`src/logic/cpu_pkg.sv`:
```
package cpu_pkg;

	localparam int XLEN = 32;
	localparam int ILEN = 32;
	localparam int NREGS = 16;
	localparam int RADDR_W = 4;

	// instruction word layout
	localparam int TYPE_HI = 31;
	localparam int TYPE_LO = 28;
	localparam int OP_HI = 27;
	localparam int OP_LO = 24;
	localparam int RA_HI = 23;
	localparam int RA_LO = 20;
	localparam int RB_HI = 19;
	localparam int RB_LO = 16;
	localparam int RC_HI = 15;
	localparam int RC_LO = 12;
	localparam int IMM_W = 16;
	localparam int IMM_LO = 0;
	localparam int IMM_HI = IMM_LO + IMM_W - 1;

	typedef enum logic [3:0] {
		T_NOP   = 4'h0,
		T_ALU   = 4'h1,
		T_LDI   = 4'h2,
		T_MOV   = 4'h3,
		T_LOAD  = 4'h4,
		T_STORE = 4'h5,
		T_HALT  = 4'hf
	} instr_type_e;

	typedef enum logic [3:0] {
		OP_ADD = 4'h0,
		OP_SUB = 4'h1,
		OP_AND = 4'h2,
		OP_OR  = 4'h3,
		OP_XOR = 4'h4
	} alu_op_e;

	localparam logic [ILEN-1:0] NOP_WORD = '0;	// type nibble is T_NOP
	localparam logic [XLEN-1:0] RESET_PC = '0;

endpackage
```
`src/logic/cpu_core.sv`:
```
module cpu_core import cpu_pkg::*;
(
	input  logic              clk_i,
	input  logic              rst_i,
	output logic              ibus_cyc_o,
	output logic              ibus_stb_o,
	output logic [XLEN-1:0]   ibus_adr_o,
	input  logic [ILEN-1:0]   ibus_dat_i,
	input  logic              ibus_ack_i,
	output logic              dbus_cyc_o,
	output logic              dbus_stb_o,
	output logic              dbus_we_o,
	output logic [XLEN/8-1:0] dbus_sel_o,
	output logic [XLEN-1:0]   dbus_adr_o,
	output logic [XLEN-1:0]   dbus_dat_o,
	input  logic [XLEN-1:0]   dbus_dat_i,
	input  logic              dbus_ack_i,
	output logic              halted_o
);

	logic [ILEN-1:0]    f_instr;
	logic [XLEN-1:0]    f_pc;
	logic               f_valid;
	logic               d_stall;
	logic [ILEN-1:0]    d_instr;
	logic [XLEN-1:0]    d_pc;
	logic [XLEN-1:0]    d_op_a;
	logic [XLEN-1:0]    d_op_b;
	logic               d_valid;
	logic [RADDR_W-1:0] rd_addr_a;
	logic [RADDR_W-1:0] rd_addr_b;
	logic [XLEN-1:0]    rd_data_a;
	logic [XLEN-1:0]    rd_data_b;
	logic               x_busy;
	logic               x_wr_en;
	logic [RADDR_W-1:0] x_wr_addr;
	logic               wb_en;
	logic [RADDR_W-1:0] wb_addr;
	logic [XLEN-1:0]    wb_data;

	fetch_unit u_fetch_unit (
		.clk_i(clk_i), .rst_i(rst_i),
		.ibus_cyc_o(ibus_cyc_o), .ibus_stb_o(ibus_stb_o), .ibus_adr_o(ibus_adr_o),
		.ibus_dat_i(ibus_dat_i), .ibus_ack_i(ibus_ack_i),
		.stall_i(d_stall), .halt_i(halted_o),
		.instr_o(f_instr), .pc_o(f_pc), .valid_o(f_valid)
	);

	idecode u_idecode (
		.clk_i(clk_i), .rst_i(rst_i),
		.instr_i(f_instr), .pc_i(f_pc), .valid_i(f_valid), .stall_o(d_stall),
		.x_busy_i(x_busy), .x_wr_en_i(x_wr_en), .x_wr_addr_i(x_wr_addr),
		.wb_en_i(wb_en), .wb_addr_i(wb_addr),
		.rd_addr_a_o(rd_addr_a), .rd_addr_b_o(rd_addr_b),
		.rd_data_a_i(rd_data_a), .rd_data_b_i(rd_data_b),
		.instr_o(d_instr), .pc_o(d_pc), .op_a_o(d_op_a), .op_b_o(d_op_b),
		.valid_o(d_valid)
	);

	register_file u_register_file (
		.clk_i(clk_i), .rst_i(rst_i),
		.rd_addr_a_i(rd_addr_a), .rd_addr_b_i(rd_addr_b),
		.rd_data_a_o(rd_data_a), .rd_data_b_o(rd_data_b),
		.wr_en_i(wb_en), .wr_addr_i(wb_addr), .wr_data_i(wb_data)
	);

	execute_mem u_execute_mem (
		.clk_i(clk_i), .rst_i(rst_i),
		.instr_i(d_instr), .pc_i(d_pc), .op_a_i(d_op_a), .op_b_i(d_op_b),
		.valid_i(d_valid), .busy_o(x_busy),
		.x_wr_en_o(x_wr_en), .x_wr_addr_o(x_wr_addr),
		.wb_en_o(wb_en), .wb_addr_o(wb_addr), .wb_data_o(wb_data),
		.halted_o(halted_o),
		.dbus_cyc_o(dbus_cyc_o), .dbus_stb_o(dbus_stb_o), .dbus_we_o(dbus_we_o),
		.dbus_sel_o(dbus_sel_o), .dbus_adr_o(dbus_adr_o), .dbus_dat_o(dbus_dat_o),
		.dbus_dat_i(dbus_dat_i), .dbus_ack_i(dbus_ack_i)
	);

endmodule

```
`src/logic/execute_mem.sv`:
```
module execute_mem import cpu_pkg::*;
(
	input  logic                clk_i,
	input  logic                rst_i,
	input  logic [ILEN-1:0]     instr_i,
	input  logic [XLEN-1:0]     pc_i,
	input  logic [XLEN-1:0]     op_a_i,
	input  logic [XLEN-1:0]     op_b_i,
	input  logic                valid_i,
	output logic                busy_o,
	output logic                x_wr_en_o,
	output logic [RADDR_W-1:0]  x_wr_addr_o,
	output logic                wb_en_o,
	output logic [RADDR_W-1:0]  wb_addr_o,
	output logic [XLEN-1:0]     wb_data_o,
	output logic                halted_o,
	output logic                dbus_cyc_o,
	output logic                dbus_stb_o,
	output logic                dbus_we_o,
	output logic [XLEN/8-1:0]   dbus_sel_o,
	output logic [XLEN-1:0]     dbus_adr_o,
	output logic [XLEN-1:0]     dbus_dat_o,
	input  logic [XLEN-1:0]     dbus_dat_i,
	input  logic                dbus_ack_i
);

	typedef enum logic {D_IDLE, D_REQ} dbus_state_e;

	dbus_state_e        dstate;
	instr_type_e        itype;
	alu_op_e            aop;
	logic [RADDR_W-1:0] ra;
	logic [IMM_W-1:0]   imm;
	logic [XLEN-1:0]    alu_res;
	logic [XLEN-1:0]    result;
	logic [XLEN-1:0]    mem_addr;
	logic               live;
	logic               is_mem;
	logic               mem_done;

	assign itype = instr_type_e'(instr_i[TYPE_HI:TYPE_LO]);
	assign aop = alu_op_e'(instr_i[OP_HI:OP_LO]);
	assign ra = instr_i[RA_HI:RA_LO];
	assign imm = instr_i[IMM_HI:IMM_LO];

	assign live = valid_i && !halted_o;	// nothing retires past halt
	assign is_mem = live && (itype inside {T_LOAD, T_STORE});
	assign mem_done = (dstate == D_REQ) && dbus_ack_i;
	assign busy_o = halted_o || (is_mem && !mem_done);

	assign x_wr_en_o = live && (itype inside {T_ALU, T_LDI, T_MOV, T_LOAD});
	assign x_wr_addr_o = ra;

	assign mem_addr = op_a_i + {{(XLEN-IMM_W){imm[IMM_W-1]}}, imm};

	always_comb
	begin
		case (aop)
			OP_ADD: alu_res = op_a_i + op_b_i;
			OP_SUB: alu_res = op_a_i - op_b_i;
			OP_AND: alu_res = op_a_i & op_b_i;
			OP_OR:  alu_res = op_a_i | op_b_i;
			OP_XOR: alu_res = op_a_i ^ op_b_i;
			default: alu_res = '0;
		endcase
	end

	always_comb
	begin
		case (itype)
			T_ALU: result = alu_res;
			T_LDI: result = {{(XLEN-IMM_W){1'b0}}, imm};
			default: result = op_a_i;	// mov
		endcase
	end

	assign dbus_cyc_o = (dstate == D_REQ);
	assign dbus_stb_o = (dstate == D_REQ);
	assign dbus_sel_o = '1;	// word accesses only

	always_ff @(posedge clk_i or posedge rst_i)
	begin
		if (rst_i)
		begin
			dstate <= D_IDLE;
			dbus_we_o <= 1'b0;
			wb_en_o <= 1'b0;
			halted_o <= 1'b0;
		end
		else
		begin
			case (dstate)
				D_IDLE:
					if (is_mem)
					begin
						dstate <= D_REQ;
						dbus_we_o <= (itype == T_STORE);
					end
				D_REQ:
					if (dbus_ack_i)
						dstate <= D_IDLE;
				default:
					dstate <= D_IDLE;
			endcase

			wb_en_o <= (live && (itype inside {T_ALU, T_LDI, T_MOV})) ||
				(mem_done && !dbus_we_o);

			if (live && (itype == T_HALT))
				halted_o <= 1'b1;
		end
	end

	always_ff @(posedge clk_i)
	begin
		if ((dstate == D_IDLE) && is_mem)
		begin
			dbus_adr_o <= mem_addr;
			dbus_dat_o <= op_b_i;
		end
		wb_addr_o <= ra;
		wb_data_o <= mem_done ? dbus_dat_i : result;	// load data on ack
	end

	a_we_stable: assert property (@(posedge clk_i) disable iff (rst_i)
		dbus_stb_o && !dbus_ack_i |=> $stable(dbus_we_o) && $stable(dbus_adr_o));

	// decode must keep the same instruction until the access ends
	a_mem_hold: assert property (@(posedge clk_i) disable iff (rst_i)
		is_mem && !mem_done |=> valid_i && $stable(pc_i) && $stable(instr_i));

endmodule

```
`src/logic/idecode.sv`:
```
module idecode import cpu_pkg::*;
(
	input  logic               clk_i,
	input  logic               rst_i,
	input  logic [ILEN-1:0]    instr_i,
	input  logic [XLEN-1:0]    pc_i,
	input  logic               valid_i,
	output logic               stall_o,
	input  logic               x_busy_i,
	input  logic               x_wr_en_i,
	input  logic [RADDR_W-1:0] x_wr_addr_i,
	input  logic               wb_en_i,
	input  logic [RADDR_W-1:0] wb_addr_i,
	output logic [RADDR_W-1:0] rd_addr_a_o,
	output logic [RADDR_W-1:0] rd_addr_b_o,
	input  logic [XLEN-1:0]    rd_data_a_i,
	input  logic [XLEN-1:0]    rd_data_b_i,
	output logic [ILEN-1:0]    instr_o,
	output logic [XLEN-1:0]    pc_o,
	output logic [XLEN-1:0]    op_a_o,
	output logic [XLEN-1:0]    op_b_o,
	output logic               valid_o
);

	instr_type_e        itype;
	logic [RADDR_W-1:0] ra;
	logic [RADDR_W-1:0] rb;
	logic [RADDR_W-1:0] rc;
	logic               use_a;
	logic               use_b;
	logic               hazard;
	logic               accept;

	assign itype = instr_type_e'(instr_i[TYPE_HI:TYPE_LO]);
	assign ra = instr_i[RA_HI:RA_LO];
	assign rb = instr_i[RB_HI:RB_LO];
	assign rc = instr_i[RC_HI:RC_LO];

	// register still owed by execute or by the writeback register
	function automatic logic pending(input logic [RADDR_W-1:0] addr);
		return (x_wr_en_i && (x_wr_addr_i == addr)) || (wb_en_i && (wb_addr_i == addr));
	endfunction

	always_comb
	begin
		rd_addr_a_o = rb;
		rd_addr_b_o = rb;
		use_a = 1'b0;
		use_b = 1'b0;
		case (itype)
			T_ALU:
			begin
				rd_addr_b_o = rc;
				use_a = 1'b1;
				use_b = 1'b1;
			end
			T_MOV, T_LOAD:
				use_a = 1'b1;	// port b repeats rb
			T_STORE:
			begin
				rd_addr_b_o = ra;	// store data
				use_a = 1'b1;
				use_b = 1'b1;
			end
			default:
			begin
				use_a = 1'b0;
				use_b = 1'b0;
			end
		endcase
	end

	always_comb
	begin
		hazard = (use_a && pending(rd_addr_a_o)) || (use_b && pending(rd_addr_b_o));
	end

	assign accept = valid_i && !hazard && !x_busy_i;
	assign stall_o = valid_i && !accept;

	always_ff @(posedge clk_i or posedge rst_i)
	begin
		if (rst_i)
		begin
			valid_o <= 1'b0;
			instr_o <= NOP_WORD;
		end
		else if (!x_busy_i)
		begin
			if (accept)
			begin
				valid_o <= 1'b1;
				instr_o <= instr_i;
			end
			else
			begin
				valid_o <= 1'b0;	// bubble
				instr_o <= NOP_WORD;
			end
		end
	end

	always_ff @(posedge clk_i)
	begin
		if (accept)
		begin
			pc_o <= pc_i;
			op_a_o <= rd_data_a_i;
			op_b_o <= rd_data_b_i;
		end
	end

	a_valid_known: assert property (@(posedge clk_i) disable iff (rst_i)
		!$isunknown(valid_o));

endmodule

```
`src/logic/register_file.sv`:
```
module register_file import cpu_pkg::*;
(
	input  logic               clk_i,
	input  logic               rst_i,
	input  logic [RADDR_W-1:0] rd_addr_a_i,
	input  logic [RADDR_W-1:0] rd_addr_b_i,
	output logic [XLEN-1:0]    rd_data_a_o,
	output logic [XLEN-1:0]    rd_data_b_o,
	input  logic               wr_en_i,
	input  logic [RADDR_W-1:0] wr_addr_i,
	input  logic [XLEN-1:0]    wr_data_i
);

	logic [XLEN-1:0] regs [NREGS];

	// write-through so a landing value is visible the same cycle
	function automatic logic [XLEN-1:0] read_port(input logic [RADDR_W-1:0] addr);
		if (wr_en_i && (wr_addr_i == addr))
			return wr_data_i;
		return regs[addr];
	endfunction

	always_ff @(posedge clk_i or posedge rst_i)
	begin
		if (rst_i)
		begin
			for (int i = 0; i < NREGS; i++)
				regs[i] <= '0;
		end
		else if (wr_en_i)
			regs[wr_addr_i] <= wr_data_i;
	end

	always_comb
	begin
		rd_data_a_o = read_port(rd_addr_a_i);
		rd_data_b_o = read_port(rd_addr_b_i);
	end

endmodule

```
`src/logic/fetch_unit.sv`:
```
module fetch_unit import cpu_pkg::*;
(
	input  logic            clk_i,
	input  logic            rst_i,
	output logic            ibus_cyc_o,
	output logic            ibus_stb_o,
	output logic [XLEN-1:0] ibus_adr_o,
	input  logic [ILEN-1:0] ibus_dat_i,
	input  logic            ibus_ack_i,
	input  logic            stall_i,
	input  logic            halt_i,
	output logic [ILEN-1:0] instr_o,
	output logic [XLEN-1:0] pc_o,
	output logic            valid_o
);

	typedef enum logic {F_IDLE, F_REQ} fetch_state_e;

	fetch_state_e    state;
	logic [XLEN-1:0] pc;
	logic            start;
	logic            done;

	// a held word must be taken before the next read goes out
	assign start = (state == F_IDLE) && !halt_i && !(valid_o && stall_i);
	assign done = (state == F_REQ) && ibus_ack_i;

	assign ibus_cyc_o = (state == F_REQ);
	assign ibus_stb_o = (state == F_REQ);
	assign ibus_adr_o = pc;

	always_ff @(posedge clk_i or posedge rst_i)
	begin
		if (rst_i)
		begin
			state <= F_IDLE;
			pc <= RESET_PC;
			valid_o <= 1'b0;
		end
		else
		begin
			case (state)
				F_IDLE:
					if (start)
						state <= F_REQ;
				F_REQ:
					if (ibus_ack_i)
						state <= F_IDLE;	// drop cyc/stb after ack
				default:
					state <= F_IDLE;
			endcase

			if (done)
			begin
				pc <= pc + XLEN'(4);
				valid_o <= 1'b1;
			end
			else if (!stall_i)
				valid_o <= 1'b0;	// consumed by decode
		end
	end

	// holding register, stays put while stalled
	always_ff @(posedge clk_i)
	begin
		if (done)
		begin
			instr_o <= ibus_dat_i;
			pc_o <= pc;
		end
	end

	a_ibus_hold: assert property (@(posedge clk_i) disable iff (rst_i)
		ibus_stb_o && !ibus_ack_i |=> ibus_cyc_o && ibus_stb_o && $stable(ibus_adr_o));

endmodule

```
`config.mk`:
```
export PLATFORM = sky130hd
export DESIGN_NAME = cpu_core
export DESIGN_NICKNAME = d
export VERILOG_FILES = /design/src/logic/cpu_pkg.sv /design/src/logic/cpu_core.sv /design/src/logic/execute_mem.sv /design/src/logic/idecode.sv /design/src/logic/register_file.sv /design/src/logic/fetch_unit.sv
export SDC_FILE = /design/constraint.sdc
export NUM_CORES = 2
export LEC_CHECK = 0
export ABC_AREA = 0
export BUFFER_PORTS_ARGS = -buffer_cell sky130_fd_sc_hd__clkbuf_2
export CORE_MARGIN = 5
export CORE_UTILIZATION = 50
export CTS_CLUSTER_SIZE = 16
export DETAILED_ROUTE_END_ITERATION = 16
export PLACE_DENSITY_LB_ADDON = 0.15
export SLEW_MARGIN = 0
export SYNTH_ARGS = -nofsm -noshare
export SYNTH_HDL_FRONTEND = slang
export SYNTH_SLANG_ARGS = --single-unit
```
`constraint.sdc`:
```
create_clock -name clk_i -period 58 [get_ports clk_i]
set_input_delay 11.6 -clock clk_i [delete_from_list [all_inputs] [get_ports clk_i]]
set_output_delay 11.6 -clock clk_i [all_outputs]
set_load 0.02 [all_outputs]
```
Yosys cells after proc, flatten, opt, wreduce, memory -nomap -nowiden
Cells that the tools add are included.

Bitwise gates (word level): 8. Reduce and logical (&&, ||, !) cells: 42. Shift operators: 0. Eq/ne operators: 19. Multiply operators: 0. Magnitude comparators: 4. $add $sub $neg: 4. Div/mod/pow operators: 0. Muxes and demuxes: 31.

Operators by type and width (count): bitwise mux 512 bit (1); 2-to-1 mux 32 bit (11); binary-select mux 32 bit (select 4 bit) (2); case mux 32 bit (5 select lines) (1); demux 32 bit (select 4 bit) (1); adder 32 bit (2); case mux 32 bit (2 select lines) (1); adder 32 x 3 -> 32 bit, second input constant (1); AND 32 bit (1); bitwise OR 32 bit (1); subtractor 32 bit (1); XOR 32 bit (1); logical AND 1 bit (23); == test 4 x 2 -> 1 bit, second input constant (5); == test 4 x 3 -> 1 bit, second input constant (5); == test 4 bit (4); >= comparator 5 bit, second input constant (3); NOT 4 -> 5 bit (3); == test 4 x 1 -> 1 bit, second input constant (3); 2-to-1 mux 1 bit (11); case mux 4 bit (2 select lines) (1); zero test 1 bit (7); logical OR 1 bit (5); less-than comparator 5 x 1 -> 1 bit, second input constant (1); other kinds (11) (13).

Bits in writable memories: 0. Bits in read-only memories: 0. Latch bits: 0. Logic and storage cells: 140. Input port bits: 68. Output and inout bits: 106. Memories kept: 0. Register bits after elaboration: 779.

Logic depth before layout (Yosys ltp)
Word-level depth: 17. Mapped depth: 16. Depth with buffers taken out: 16.

By module
A second synthesis with hierarchy kept.

Cells, all modules: 3267. Area total of the unflattened synthesis: 44701.6 µm².

By module, submodules not included: register_file (sequential area each 12812.3 µm², area an instance 27352.5 µm², instances 1, cells each 1761); execute_mem (sequential area each 2742.6 µm², area an instance 9140.0 µm², instances 1, cells each 1016); idecode (sequential area each 3708.6 µm², area an instance 4848.4 µm², instances 1, cells each 296); fetch_unit (sequential area each 2662.6 µm², area an instance 3360.7 µm², instances 1, cells each 194).

Least setup slack after synthesis
No wires, ideal clock.

Path kind: input port to flip-flop. Start: input ibus_ack_i. End: register u_fetch_unit.pc[30], in the netlist u_fetch_unit.ibus_adr_o[30]. Buffers on the path: 0. Arrival: 13.715 ns. Library setup time: 0.080 ns. Required time: 57.920 ns. Stages: 9. Slack: 44.205 ns. Cells stage by stage: nand2_1 inv_1 nand4_1 nor2_1 nand3_1 nor3_1 nand2_1 nor3_1 xnor2_1.

Word-level cells in the longest chain between the ends: 1.

Ends and longest elaborated chain: start: declaration (line cpu_core.sv:9) `input logic ibus_ack_i,`; logical AND 1 bit (line fetch_unit.sv:26) `assign done = (state == F_REQ) && ibus_ack_i;`; net u_fetch_unit.done (line fetch_unit.sv:22) `logic done;`; end signal: assignment (line fetch_unit.sv:55) `pc <= pc + XLEN'(4);`; end: declaration (line fetch_unit.sv:20) `logic [XLEN-1:0] pc;`.

The timed path passes the listed nets, and every way through them passes these cells. A chain may end at the register's enable or synchronous reset.

Worst setup path after layout
Start: input dbus_ack_i. End: register u_idecode.op_a_o[29], enable pin.

Word-level cells in the longest chain between the ends: 6.

Ends and longest elaborated chain: start: declaration (line cpu_core.sv:17) `input logic dbus_ack_i,`; logical AND 1 bit (line execute_mem.sv:48) `assign mem_done = (dstate == D_REQ) && dbus_ack_i;`; zero test 1 bit (line execute_mem.sv:49) `assign busy_o = halted_o || (is_mem && !mem_done);`; logical AND 1 bit (line execute_mem.sv:49); logical OR 1 bit (line execute_mem.sv:49); zero test 1 bit (line idecode.sv:78) `assign accept = valid_i && !hazard && !x_busy_i;`; logical AND 1 bit (line idecode.sv:78); end signal: assignment (line idecode.sv:108) `op_a_o <= rd_data_a_i;`; end: declaration (line idecode.sv:20) `output logic [XLEN-1:0] op_a_o,`.

No other way between the ends.

==> reports/qor.yml <==
status: "completed"
netlist_area_sq_um: 42000
cellInternalPower_w: 0.00155
crit_fanout: 75
maxSlewHeadroom: 0.250
floorplan.rows: 106
ys_ff_latch: 773
cts_resized: 0
final_max_slew_viol_count: 0
n_antenna_cell: 0
area_of_the_core_sq_um: 83400
clk-insertion-delay-late_ns: 0.64
io-pin-count: 174
multi_input_gate_area_sq_um: 21000
synthesis.instances: 3016
detailedRoute.firstPassIterationCount: 6
tritoncts.num_buffers: 84
p_sw_w: 0.00100
ys_dominant_reg_cell: "dfrtp_1"
post-route-min-period_ns: 13.71
chip_width_microns: 300
end_kind: "register"
power_leakage_nw: 20.2
drc: 0
worst_setup_path_start_kind: "primary input"
gr-total-overflow: 0
place_worst_setup_slack_ns: 43.71
met3_usage: 0.0601
numClockSinks: 773
path_class: "primary input to register"
irDropWorstVdd_mv: 0.0313
groute.layer.met1.usage: 0.374
fin_tns_setup_ns: 0
yosysUniqueCellTypes: 81
clock_root_buffer_master: "clkbuf_16"
wl_microns: 122000
port_buffers: 167
routedWlPerCell_microns: 28.9
ys.warnings.count: 0
skew_ns: 0.0188
p_seq_frac: 0.376
combinationalPowerShare: 0.419
clk_pin_slew_ns: 0.06
post_cts.repair.setup_buffers: 0
post_synthesis_mean_instance_area_sq_um: 13.9
switching_share: 0.393
grtUsageMet2: 0.429
gpl_congestion: 0.906
initial_antenna_violation_count: 6
synth_edf_count: 160
cts_tree: "done"
design.final.nets: 3299
initial_utilization: 0.503
grt_busiest_layer: "met2"
area_taken_by_flip_flops_and_latches_sq_um: 20000
synth-seq-area-share: 0.475
fin_hold_ws_ns: 0.476
dp.final_hpwl_microns: 74400
pwr-share-clk: 0.205
dr.first_iter.drc_count: 2506
fmax_mhz: 72.9
worstMarginPinSlew_ns: 1.13
pin_count_of_the_biggest_net_entering_global_routing: 198
syn2layout_area_growth_pct: 10.8
setup_viol_count_final: 0
rsz0062_at_grt: "no"
hold_viol_final: 0
antenna_violating_nets_post_route: 0
h-tree-depth: 3
via_per_inst: 6.54
postLayoutSetupSlackWorst_ns: 44.29
clock_tree.buffer_depth: 3
fin_util: 0.558
die_area_sq_um: 89900
critical_path_required_ns: 58.25
hold_buffers: 0
drv_cap: 0
cp_data_arrival_time_ns: 13.97
grt_pass1_wl_microns: 185000
fin_crit_sh: 0.236
first_global_vias: 28900
route.vias.total: 27800
power.density_nw_per_um2: 54.8
dieHeight_microns: 300
grt_use_total: 0.270
p_total_w: 0.00255
layout-drive-gt1-share: 0.367
layout_fillers: 6623
type_of_the_tightest_min_delay_check: "register to register"
ys_async_sr_fraction: 0.746
## worst paths after layout
path	start	end	slack, ns	depth (start not counted)
worst max-delay path	dbus_ack_i	u_idecode.op_a_o[29]	44.29	7
worst min-delay path	u_idecode.instr_o[23]	u_execute_mem.wb_addr_o[3]	0.48	0
worst max register to register	u_fetch_unit.instr_o[31]	u_idecode.op_a_o[29]	52.79	10
worst min register to register	u_idecode.instr_o[23]	u_execute_mem.wb_addr_o[3]	0.48	0
max in group asynchronous	rst_i	u_fetch_unit.ibus_adr_o[29]	44.56	4
min in group asynchronous	rst_i	u_register_file.regs[448]	11.10	2
## logic make-up after synthesis
| family | synth area share |
|---|---|
| buffers and inverters | 0.0298 |
| other | 0.000179 |
| AOI/OAI and AO/OA | 0.0698 |
| DFF | 0.475 |
| and+or+nand+nor | 0.0403 |
| adders and majority gates | 0.0391 |
| muxes | 0.320 |
| xor gates and xnor gates | 0.0254 |
## flip-flops by register name, summed over array words and instances (netlist names)
signal                    flops
u_execute_mem.halted_o        1
u_execute_mem.dbus_dat_o     32
u_execute_mem.wb_data_o      32
u_idecode.op_a_o             32
u_execute_mem.dbus_cyc_o      1
u_execute_mem.wb_addr_o       4
u_execute_mem.dbus_adr_o     32
u_fetch_unit.ibus_cyc_o       1
u_register_file.regs        512
u_fetch_unit.valid_o          1
u_execute_mem.dbus_we_o       1
u_execute_mem.wb_en_o         1
u_idecode.op_b_o             32
u_fetch_unit.instr_o         32
u_idecode.instr_o            28
u_idecode.valid_o             1
u_fetch_unit.ibus_adr_o      30
## worst max-delay path: stages
cell      delay (ns)
clkbuf_2        0.12
nand2_2         0.05
buf_4           0.31
a21oi_1         0.30
nand3_1         0.18
a21oi_4         0.46
buf_4           0.84
## synth_stat cells (all sizes together), types with 25 or more instances
| cell type | number | share of area |
|---|---|---|
| mux2 | 581 | 0.16 |
| dfrtp | 577 | 0.34 |
| mux4 | 288 | 0.15 |
| edfxtp | 160 | 0.11 |
| clkbuf | 139 | 0.012 |
| a21oi | 132 | 0.016 |
| ha | 128 | 0.038 |
| nor2 | 105 | 0.0094 |
| xnor2 | 96 | 0.020 |
| inv | 88 | 0.0079 |
| buf | 81 | 0.0095 |
| nand2 | 78 | 0.0070 |
| o21ai | 62 | 0.0075 |
| mux2i | 40 | 0.0096 |
| dfxtp | 36 | 0.017 |
| a21o | 34 | 0.0061 |
| o22ai | 34 | 0.0051 |
| nand3 | 31 | 0.0038 |
| a221oi | 26 | 0.0054 |
| xor2 | 26 | 0.0054 |
| a22o | 25 | 0.0052 |
## placed cells by master, fill, tap and decap left out, drive strengths merged, types with 78 or more instances in the layout
master,n
a21oi,132
clkbuf,289
dfrtp,577
edfxtp,160
ha,128
inv,91
mux2,581
mux4,288
nand2,78
nor2,105
xnor2,96
## stage by stage
stage               std cells  instance area (sq um)
CTS                      4244                  46500
floorplan                3020                  42000
detailed placement       4095                  43900
global placement         4095                  43900
finish                   4244                  46500
global route             4244                  46500
## power groups by stage
stage	Sequential (W)	Combinational [W]	Clock [W]
final	0.000959	0.00107	0.000522
after global placement	0.000942	0.00103	0
after global routing	0.000977	0.00116	0.000554
after CTS	0.000951	0.00106	0.000532
after detailed placement	0.000959	0.00105	0
after floorplan	0.000873	0.000813	0
## final cells by class
type,count,share of cell area
repair buffers,215,0.0270
clock buffers,122,0.0508
flip-flops and latches,773,0.429
well taps,1080,0.0290
multi-input cells,1939,0.451
clock inverters,27,0.00597
inverters,88,0.00726
## layer usage
metal  vias to the layer above  wire [microns]
met5                         -              11
met4                         2            3870
met3                       210           10500
met2                      1252           57400
met1                     14600           50700
li1                      11700               -
(Power assumes the default switching activity.)
